<file path="src/common/memPkg.sv">
package memPkg;

    // instruction and data word width, fixed by the four byte lanes
    localparam int DataWidth = 32;

    // byte counts carried on dataLen
    localparam logic [2:0] lenByte = 3'd1;
    localparam logic [2:0] lenHalf = 3'd2;
    localparam logic [2:0] lenWord = 3'd4;

    // current holder of the RAM port
    typedef enum logic [1:0] {
        ownNone  = 2'd0,
        ownData  = 2'd1,
        ownFetch = 2'd2
    } owner_t;

    // one data word, seen whole or as byte lanes
    // lane 0 is the byte at the lowest address (little-endian)
    typedef union packed {
        logic [DataWidth-1:0] word;
        logic [3:0][7:0]      lane;
    } memWord_t;

endpackage

</file>
<file path="src/memCtrl/fetchSequencer.sv">
`timescale 1ns/1ps

module fetchSequencer #(
    parameter int AddrWidth = 32
) (
    input  logic                         clk,
    input  logic                         rst,
    input  logic                         grant,
    input  logic                         advance,
    input  logic [AddrWidth-1:0]         fetchAddr,
    input  logic [7:0]                   ramRdata,
    output logic [AddrWidth-1:0]         seqAddr,
    output logic                         done,
    output logic [memPkg::DataWidth-1:0] fetchInst
);

    logic [2:0]       stepCnt;
    logic             stepping;
    memPkg::memWord_t capWord;
    memPkg::memWord_t instWord;

    assign stepping = grant && advance;

    // steps 0..3 present byte addresses, step 4 sees the last byte come back
    assign done = stepping && (stepCnt == 3'd4);

    assign seqAddr = fetchAddr + AddrWidth'(stepCnt);

    always_ff @(posedge clk) begin
        if (rst) begin
            stepCnt <= 3'd0;
        end else if (stepping) begin
            if (done) begin
                stepCnt <= 3'd0;
            end else begin
                stepCnt <= stepCnt + 3'd1;
            end
        end
    end

    // byte k returns one step after its address, so it lands at step k+1
    always_ff @(posedge clk) begin
        if (stepping && (stepCnt != 3'd0) && !done) begin
            capWord.lane[stepCnt[1:0] - 2'd1] <= ramRdata;
        end
    end

    // top byte is taken live from the RAM in the done cycle
    always_comb begin
        instWord         = capWord;
        instWord.lane[3] = ramRdata;
    end

    assign fetchInst = instWord.word;

endmodule

</file>
<file path="src/memCtrl/loadStoreSequencer.sv">
`timescale 1ns/1ps

module loadStoreSequencer #(
    parameter int AddrWidth = 32
) (
    input  logic                         clk,
    input  logic                         rst,
    input  logic                         grant,
    input  logic                         advance,
    input  logic                         dataStore,
    input  logic [2:0]                   dataLen,
    input  logic [AddrWidth-1:0]         dataAddr,
    input  logic [memPkg::DataWidth-1:0] dataWdata,
    input  logic [7:0]                   ramRdata,
    output logic [AddrWidth-1:0]         seqAddr,
    output logic                         seqWrite,
    output logic [7:0]                   seqWdata,
    output logic                         done,
    output logic [memPkg::DataWidth-1:0] dataRdata
);

    logic [2:0]       stepCnt;
    logic             stepping;
    logic             lastStep;
    memPkg::memWord_t capWord;
    memPkg::memWord_t loadWord;
    memPkg::memWord_t storeWord;

    assign stepping = grant && advance;

    // a store finishes with its last write, a load one step later
    // when the last byte is back
    assign lastStep = dataStore ? (stepCnt == dataLen - 3'd1) : (stepCnt == dataLen);
    assign done     = stepping && lastStep;

    assign seqAddr = dataAddr + AddrWidth'(stepCnt);

    always_ff @(posedge clk) begin
        if (rst) begin
            stepCnt <= 3'd0;
        end else if (stepping) begin
            if (done) begin
                stepCnt <= 3'd0;
            end else begin
                stepCnt <= stepCnt + 3'd1;
            end
        end
    end

    // load bytes arrive one step behind their address
    always_ff @(posedge clk) begin
        if (stepping && !dataStore && (stepCnt != 3'd0) && !done) begin
            capWord.lane[stepCnt[1:0] - 2'd1] <= ramRdata;
        end
    end

    // zero-extended result, top used lane comes straight from ramRdata
    always_comb begin
        loadWord.word = '0;
        case (dataLen)
            memPkg::lenByte: begin
                loadWord.lane[0] = ramRdata;
            end
            memPkg::lenHalf: begin
                loadWord.lane[0] = capWord.lane[0];
                loadWord.lane[1] = ramRdata;
            end
            memPkg::lenWord: begin
                loadWord         = capWord;
                loadWord.lane[3] = ramRdata;
            end
            default: begin
                loadWord.word = '0;
            end
        endcase
    end

    assign dataRdata = loadWord.word;

    // store lane k goes out at step k
    assign storeWord.word = dataWdata;
    assign seqWdata       = storeWord.lane[stepCnt[1:0]];
    assign seqWrite       = grant && dataStore;

endmodule

</file>
<file path="src/memCtrl/portArbiter.sv">
`timescale 1ns/1ps

module portArbiter #(
    parameter int AddrWidth = 32
) (
    input  logic                 clk,
    input  logic                 rst,
    input  logic                 rdy,
    input  logic                 ioFull,
    input  logic                 fetchEn,
    input  logic                 dataEn,
    input  logic [AddrWidth-1:0] fetchSeqAddr,
    input  logic [AddrWidth-1:0] dataSeqAddr,
    input  logic                 dataSeqWrite,
    input  logic [7:0]           dataSeqWdata,
    input  logic                 fetchDone,
    input  logic                 dataDone,
    output logic                 grantFetch,
    output logic                 grantData,
    output logic                 advance,
    output memPkg::owner_t       memOwner,
    output logic [AddrWidth-1:0] ramAddr,
    output logic                 ramWrite,
    output logic [7:0]           ramWdata
);

    memPkg::owner_t ownerReg;
    memPkg::owner_t activeOwner;
    logic           ownerDone;

    // whole controller freezes on cpu not ready or full io buffer
    assign advance = rdy && !ioFull;

    // a free port is granted in the same cycle, data first
    always_comb begin
        if (ownerReg != memPkg::ownNone) begin
            activeOwner = ownerReg;
        end else if (dataEn) begin
            activeOwner = memPkg::ownData;
        end else if (fetchEn) begin
            activeOwner = memPkg::ownFetch;
        end else begin
            activeOwner = memPkg::ownNone;
        end
    end

    assign grantData  = (activeOwner == memPkg::ownData);
    assign grantFetch = (activeOwner == memPkg::ownFetch);
    assign memOwner   = activeOwner;

    assign ownerDone = (grantData && dataDone) || (grantFetch && fetchDone);

    // also covers a one-byte store that is done in its grant cycle
    always_ff @(posedge clk) begin
        if (rst) begin
            ownerReg <= memPkg::ownNone;
        end else if (advance) begin
            if (ownerDone) begin
                ownerReg <= memPkg::ownNone;
            end else begin
                ownerReg <= activeOwner;
            end
        end
    end

    always_comb begin
        case (activeOwner)
            memPkg::ownFetch: begin
                ramAddr  = fetchSeqAddr;
                ramWrite = 1'b0;
                ramWdata = 8'h00;
            end
            memPkg::ownData: begin
                ramAddr  = dataSeqAddr;
                ramWrite = advance && dataSeqWrite;
                ramWdata = dataSeqWdata;
            end
            default: begin
                ramAddr  = '0;
                ramWrite = 1'b0;
                ramWdata = 8'h00;
            end
        endcase
    end

endmodule

</file>
<file path="src/logic/memCtrl.sv">
`timescale 1ns/1ps

module memCtrl #(
    parameter int AddrWidth = 32
) (
    input  logic                         clk,
    input  logic                         rst,
    input  logic                         rdy,
    input  logic                         ioFull,
    input  logic                         fetchEn,
    input  logic [AddrWidth-1:0]         fetchAddr,
    input  logic                         dataEn,
    input  logic                         dataStore,
    input  logic [2:0]                   dataLen,
    input  logic [AddrWidth-1:0]         dataAddr,
    input  logic [memPkg::DataWidth-1:0] dataWdata,
    input  logic [7:0]                   ramRdata,
    output logic                         fetchDone,
    output logic [memPkg::DataWidth-1:0] fetchInst,
    output logic                         dataDone,
    output logic [memPkg::DataWidth-1:0] dataRdata,
    output memPkg::owner_t               memOwner,
    output logic [AddrWidth-1:0]         ramAddr,
    output logic                         ramWrite,
    output logic [7:0]                   ramWdata
);

    logic                 grantFetch;
    logic                 grantData;
    logic                 advance;
    logic [AddrWidth-1:0] fetchSeqAddr;
    logic [AddrWidth-1:0] dataSeqAddr;
    logic                 dataSeqWrite;
    logic [7:0]           dataSeqWdata;

    fetchSequencer #(
        .AddrWidth (AddrWidth)
    ) fetchSeq (
        .clk       (clk),
        .rst       (rst),
        .grant     (grantFetch),
        .advance   (advance),
        .fetchAddr (fetchAddr),
        .ramRdata  (ramRdata),
        .seqAddr   (fetchSeqAddr),
        .done      (fetchDone),
        .fetchInst (fetchInst)
    );

    loadStoreSequencer #(
        .AddrWidth (AddrWidth)
    ) lsSeq (
        .clk       (clk),
        .rst       (rst),
        .grant     (grantData),
        .advance   (advance),
        .dataStore (dataStore),
        .dataLen   (dataLen),
        .dataAddr  (dataAddr),
        .dataWdata (dataWdata),
        .ramRdata  (ramRdata),
        .seqAddr   (dataSeqAddr),
        .seqWrite  (dataSeqWrite),
        .seqWdata  (dataSeqWdata),
        .done      (dataDone),
        .dataRdata (dataRdata)
    );

    portArbiter #(
        .AddrWidth (AddrWidth)
    ) arb (
        .clk          (clk),
        .rst          (rst),
        .rdy          (rdy),
        .ioFull       (ioFull),
        .fetchEn      (fetchEn),
        .dataEn       (dataEn),
        .fetchSeqAddr (fetchSeqAddr),
        .dataSeqAddr  (dataSeqAddr),
        .dataSeqWrite (dataSeqWrite),
        .dataSeqWdata (dataSeqWdata),
        .fetchDone    (fetchDone),
        .dataDone     (dataDone),
        .grantFetch   (grantFetch),
        .grantData    (grantData),
        .advance      (advance),
        .memOwner     (memOwner),
        .ramAddr      (ramAddr),
        .ramWrite     (ramWrite),
        .ramWdata     (ramWdata)
    );

endmodule

</file>
<file path="config.mk">
export PLATFORM = sky130hd
export DESIGN_NAME = memCtrl
export DESIGN_NICKNAME = d
export VERILOG_FILES = /design/src/common/memPkg.sv /design/src/memCtrl/fetchSequencer.sv /design/src/memCtrl/loadStoreSequencer.sv /design/src/memCtrl/portArbiter.sv /design/src/logic/memCtrl.sv
export SDC_FILE = /design/constraint.sdc
export NUM_CORES = 1
export LEC_CHECK = 0
export BUFFER_PORTS_ARGS = -buffer_cell sky130_fd_sc_hd__buf_2
export CAP_MARGIN = 20
export CORE_UTILIZATION = 30
export CTS_CLUSTER_DIAMETER = 60
export DETAILED_ROUTE_END_ITERATION = 7
export SYNTH_ARGS = -nofsm -noshare
export SYNTH_HDL_FRONTEND = slang
export SYNTH_SLANG_ARGS = --single-unit
</file>
<file path="constraint.sdc">
create_clock -name clk -period 5.1 [get_ports clk]
set_input_delay 0.765 -clock clk [delete_from_list [all_inputs] [get_ports clk]]
set_output_delay 0.765 -clock clk [all_outputs]
set_load 0.02 [all_outputs]
</file>
==> results of run 1 <==
==> logic make-up (layout without fill, tap and decap cells) <==
group,after synthesis,in the layout,share of synthesized area
fa+ha+maj,24,24,0.0677
mux,13,13,0.0508
compound gates,103,103,0.146
xor+xnor,49,49,0.0951
buf+inv,50,259,0.0489
simple gates,207,207,0.248
flops,56,56,0.344
==> Yosys cell counts (5+ instances only) <==
cell type	number
buf_4	8
ha_1	22
nand3_1	14
dfxtp_1	8
nor3_1	21
clkbuf_1	17
nor2_1	21
mux4_2	8
and3_1	22
o22ai_1	14
nor4_1	7
nor2b_1	5
a22oi_1	10
and4_1	11
xnor2_1	33
mux2_2	5
inv_1	20
nand2_1	47
nand4_1	14
o21ai_0	21
a21oi_1	19
edfxtp_1	48
o21a_1	5
nand2b_1	8
xor2_1	15
and2_1	18
a22o_1	8
==> routing by layer <==
layer  share of wire  vias to the layer above
li1                -                     2291
met1            0.42                     2091
met2            0.49                      221
met3           0.075                       14
met4           0.014                        0
met5               0                        -
==> state kept, by name (all words and copies together), names as in the netlist <==
register	cells
arb.ownerReg	2
fetchSeq.capWord	24
fetchSeq.stepCnt	3
lsSeq.capWord	24
lsSeq.stepCnt	3
==> report_power, final <==
part	leakage, nW	switching (W)	internal [W]	total (W)
Clock	0.0840	0.000153	0.000233	0.000386
Sequential	0.496	0.00000107	0.000497	0.000498
Combinational	2.01	0.000209	0.000128	0.000337
Total	2.59	0.000363	0.000858	0.00122
==> through the flow <==
stage / hold WS, ns / cells / area [sq um] / total power (W)
2_1_floorplan: 0.475 / 502 / 4660 / 0.000700
3_3_place_gp: 0.500 / 891 / 5920 / 0.000847
3_5_place_dp: 0.511 / 891 / 5920 / 0.000847
4_1_cts: 0.522 / 899 / 6090 / 0.00123
5_1_grt: 0.590 / 899 / 6090 / 0.00128
6_report: 0.525 / 899 / 6090 / 0.00122
==> final cells by class <==
| class | count | area share |
|---|---|---|
| Tap cell | 188 | 0.0386 |
| Inverter | 20 | 0.0123 |
| Clock inverter | 3 | 0.00780 |
| Timing Repair Buffer | 231 | 0.193 |
| Sequential cell | 56 | 0.263 |
| Multi-Input combinational cell | 396 | 0.464 |
| Clock buffer | 5 | 0.0205 |
==> tightest hold or removal path: stages, from the launching register on <==
cell and delay (ns):
dfxtp_1 0.34, o21ai_0 0.08, a21oi_1 0.06
==> worst paths after layout <==
path,slack (ns),startpoint,depth (start not counted),end
worst min register to register,0.52,fetchSeq.stepCnt[2]$_SDFFE_PP0P_,2,fetchSeq.stepCnt[2]$_SDFFE_PP0P_
worst min-delay path,0.52,fetchSeq.stepCnt[2]$_SDFFE_PP0P_,2,fetchSeq.stepCnt[2]$_SDFFE_PP0P_
worst max-delay path,1.10,lsSeq.stepCnt[0]$_SDFFE_PP0N_,10,ramAddr[28]
worst max register to register,2.36,arb.ownerReg[0]$_SDFFE_PP0P_,7,lsSeq.capWord[23]$_DFFE_PP_
==> out/qor.txt, run 1 <==
run status -> complete, no violations
CTS H-tree lvls -> 2
post-synthesis sequential element count -> 56
crit-path leading delay family -> simple AND/OR/NAND/NOR gates
P per Cell Area -> 201 mW/mm^2
CTS buffer count -> 5
worst-path maximum fanout -> 15
Setup Fix Bufs, Post-CTS -> 0
Post-synth EDFFs -> 48
largest net degree at the start of global routing -> 34
CP Class -> reg2out
clock buffer depth -> 2
1st-pass router iterations -> 4
clock transition at the registers of the reported paths -> 0.07 ns
layout cells sized above 1 -> 0.370
Place WS -> 1.24 ns
antenna violations before repair -> 0
DR WL/cell -> 16.7 um
Seq/Total Area, Yosys -> 0.344
Syn Inst Count -> 502
Lkg Pwr -> 2.59 nW
cell area after synthesis -> 0.00466 sq mm
Final WS setup -> 1.10 ns
post-CTS sizing -> 0
Async S/R FF share, synth -> 0
die width -> 127 um
CTS tree -> yes
I/O Buffers -> 222
setup TNS -> 0 ns
GR peak layer -> met2
post-synth top area share -> 0.309
met1 usage -> 0.224
std cell rows -> 45
Die Y -> 127 um
post-detailed-routing wire length -> 15.1 mm
leading cell type in the layout, fill and taps excluded -> buf_2
Core Util, Final -> 0.401
gpl congestion -> 0.942
worst vdd ir -> 173 uV
CP endpoint kind -> output pin
Slew @ Worst Pin -> 0.736 ns
initial core utilization -> 0.306
count of unique library cells instantiated by Yosys -> 58
Hold/Removal Path Class -> reg2reg
Syn. warnings -> 0
crit-path cells -> buf_4 -> ha_1 -> inv_1 -> fa_1 -> nor2b_1 -> o21ai_0 -> nor4_1 -> mux2_2 -> a21oi_1 -> buf_2
maximum clock rate -> 250 MHz
RSZ-0062 raised after global routing -> false
CP max stage cell -> fa_1
GRT Total Usage -> 0.183
Worst path max stage delay -> 0.40 ns
P&R area growth vs syn -> 30.8%
# nets final -> 848
GR Util met2 -> 0.332
number of remaining DRC errors -> 0
die area -> 0.0160 sq mm
root buffer cell -> clkbuf_16
final setup fails -> 0
core area -> 0.0152 sq mm
hold violation count in the final report -> 0
Sequential Area -> 0.00160 sq mm
clk_lat worst skew -> 0.29 ns
vias in the first global route -> 4,198
DP Wirelength -> 12.1 mm
period utilisation layout -> 0.785
Initial DRC Count -> 255
Vias -> 4,617
largest area contributor in the netlist -> edfxtp_1
hold buffers post-CTS -> 0
met3 GRT Util -> 0.0316
CP Buf/Inv Count -> 3
vias per cell -> 5.14
I/O pins -> 223
Syn Area/Cell -> 9.28 sq um
CP required -> 4.34 ns
Max-Cap Viols -> 0
Multi-input gate area -> 0.00283 sq mm
GR Overflow Total -> 0
Filler cells -> 1,554
Clock Sinks -> 56
Arr. time, crit path -> 3.24 ns
Syn Nets -> 640
Main synth FF type -> edfxtp_1
Area contributors post-synth -> edfxtp_1, xnor2_1, ha_1
global-route wire length before repair -> 22.9 mm
Slew HR -> 0.506
max-slew violation count -> 0
Worst Setup Start Kind -> flip-flop
antenna fix cells -> 0
most frequent cells in the layout -> buf_2, edfxtp_1, nand2_1
post-route antenna net violation count -> 0
minimum clock period -> 4.00 ns
clk_skew -> 0.00308 ns
(Power assumes the default switching activity.)
==> run 2: changes to the inputs <==
==> constraint.sdc (replaced) <==
create_clock -name clk -period 4 [get_ports clk]
set_input_delay 0.6 -clock clk [delete_from_list [all_inputs] [get_ports clk]]
set_output_delay 0.6 -clock clk [all_outputs]
set_load 0.02 [all_outputs]
==> run 2 against run 1 <==
Die area is the same. Wire length is essentially flat. Via count grew 0.80%. Core utilization shrank 0.074 points. Hold slack gained 0.0034 ns. Register-to-register slack lost 1.0 ns. Clock skew shrank 0.0010 ns. Sequential cell count is the same. Cell area shrank 0.18%. First-iteration DRC count shrank 16%.
==> out/qor.txt, run 2 (synthesis gave the netlist of run 1 again) <==
hold depth -> 2 (unchanged)
core area -> 0.0152 sq mm (unchanged)
clk_lat worst skew -> 0.29 ns (about the same)
Clock Sinks -> 56 (unchanged)
crit-path cells -> ha_1 -> inv_1 -> fa_1 -> nor2b_1 -> o2111ai_1 -> buf_4 -> o21a_1 -> o21ai_0 -> a31oi_1 -> buf_2
final setup fails -> 0 (unchanged)
global-route wire length before repair -> 22.7 mm (-0.75%)
CP required -> 3.40 ns (-0.94 ns)
hold violation count in the final report -> 0 (unchanged)
worst-path maximum fanout -> 15 (unchanged)
Initial DRC Count -> 213 (-16%)
clock buffer depth -> 2 (unchanged)
setup TNS -> 0 ns (unchanged)
R2R Setup Slk -> 1.34 ns (-1.02 ns)
I/O Buffers -> 222 (unchanged)
CTS H-tree lvls -> 2 (unchanged)
maximum clock rate -> 294 MHz
die width -> 127 um (unchanged)
RSZ-0062 raised after global routing -> false
placed cells -> 893 (+0.22%)
antenna violations before repair -> 1 (+1)
hold buffers post-CTS -> 0 (unchanged)
CP Buf/Inv Count -> 3 (unchanged)
gpl congestion -> 0.878 (-6.8%)
std cell rows -> 45 (unchanged)
Hold/Removal Path Class -> reg2reg
Slew @ Worst Pin -> 0.645 ns (-0.0908 ns)
CTS buffer count -> 5 (unchanged)
Filler cells -> 1,549 (-0.32%)
vias per cell -> 5.16 (+0.47%)
Setup Fix Bufs, Post-CTS -> 0 (unchanged)
fin cells -> 902 (+0.33%)
minimum clock period -> 3.41 ns
Reg2Reg Depth -> 6 (-1)
die area -> 0.0160 sq mm (unchanged)
initial core utilization -> 0.306 (unchanged)
CP Class -> reg2out
DP Wirelength -> 12.2 mm (+0.60%)
number of remaining DRC errors -> 0 (unchanged)
root buffer cell -> clkbuf_16
most frequent cells in the layout -> buf_2, edfxtp_1, nand2_1
largest net degree at the start of global routing -> 30 (-12%)
post-detailed-routing wire length -> 15.0 mm (about the same)
Slew HR -> 0.559 (+0.0532)
CTS tree -> yes
GR Overflow Total -> 0 (unchanged)
clk_skew -> 0.00206 ns (-0.00102 ns)
leading cell type in the layout, fill and taps excluded -> buf_2
CP endpoint kind -> output pin
Worst Setup Start Kind -> flip-flop
DR WL/cell -> 16.7 um (-0.43%)
reg-to-reg endpoint -> lsSeq.capWord[22]$_DFFE_PP_
hold path start -> fetchSeq.stepCnt[2]$_SDFFE_PP0P_
period utilisation layout -> 0.852
max-slew violation count -> 0 (unchanged)
GRT Total Usage -> 0.182 (-0.00121)
worst vdd ir -> 165 uV (-4.9%)
Core Util, Final -> 0.400 (-0.000741)
I/O pins -> 223 (unchanged)
vias in the first global route -> 4,198 (unchanged)
1st-pass router iterations -> 4 (unchanged)
Vias -> 4,654 (+0.80%)
run status -> complete, no violations
Die Y -> 127 um (unchanged)
CP max stage cell -> dfxtp_1
tightest hold margin -> 0.528 ns (+0.00341 ns)
P per Cell Area -> 245 mW/mm^2 (+22%)
Worst path max stage delay -> 0.44 ns (+0.04 ns)
Lkg Pwr -> 2.59 nW (about the same)
Max-Cap Viols -> 0 (unchanged)
reg-to-reg startpoint -> arb.ownerReg[0]$_SDFFE_PP0P_
post-CTS sizing -> 0 (unchanged)
post-route antenna net violation count -> 0 (unchanged)
crit-path leading delay family -> compound AO/OA/AOI/OAI gates
P&R area growth vs syn -> 30.5%
# nets final -> 850 (+0.24%)
clock transition at the registers of the reported paths -> 0.07 ns (about the same)
layout cells sized above 1 -> 0.372 (+0.00177)
Arr. time, crit path -> 2.81 ns (-0.43 ns)
Worst Hold Path EP -> fetchSeq.stepCnt[2]$_SDFFE_PP0P_
run 2: area by class of cell:
cell class	instances	area (sq um)	share of cell area
Antenna cell	1	2.50	0.000412
Multi-Input combinational cell	396	2830	0.465
Sequential cell	56	1600	0.263
Clock buffer	5	125	0.0206
Inverter	20	75.1	0.0123
Clock inverter	3	18.8	0.00309
Tap cell	188	235	0.0387
Timing Repair Buffer	233	1190	0.196
run 2: tightest hold or removal path: stages, from the launching register on:
cell and delay [ns]:
dfxtp_1 0.34, o21ai_0 0.08, a21oi_1 0.06
run 2: worst max path at each step:
stage,from,end,slack [ns],cells past startpoint
after floorplan,lsSeq.stepCnt[1]$_SDFFE_PP0N_,ramAddr[28],0.62,8
after global placement,dataAddr[0],ramAddr[28],0.72,10
after detailed placement,dataAddr[0],ramAddr[28],0.72,10
after CTS,lsSeq.stepCnt[1]$_SDFFE_PP0N_,ramAddr[28],0.58,9
after global routing,lsSeq.stepCnt[1]$_SDFFE_PP0N_,ramAddr[28],0.27,9
final,fetchSeq.stepCnt[0]$_SDFFE_PP0P_,ramAddr[18],0.59,10
run 2: per-stage QoR:
stage	total power [W]	area (sq um)	worst slack [ns]
detailed placement	0.00108	5930	0.724
floorplan	0.000893	4660	0.617
global placement	0.00108	5930	0.719
global route	0.00156	6080	0.271
CTS	0.00150	6080	0.576
finish	0.00149	6080	0.594
run 2: report_power, final:
part	switching, W	total [W]	internal, W	leakage [nW]
sequential	0.00000154	0.000636	0.000634	0.496
combinational	0.000270	0.000435	0.000166	2.02
clock	0.000187	0.000418	0.000231	0.0736
run 2: metal layers:
layer / part of all wire / global-route usage / vias up
met5: 0.00066 / 0 / -
met4: 0.029 / 0.0744 / 2
met1: 0.42 / 0.222 / 2103
met2: 0.47 / 0.314 / 227
li1: - / - / 2293
met3: 0.076 / 0.0350 / 29
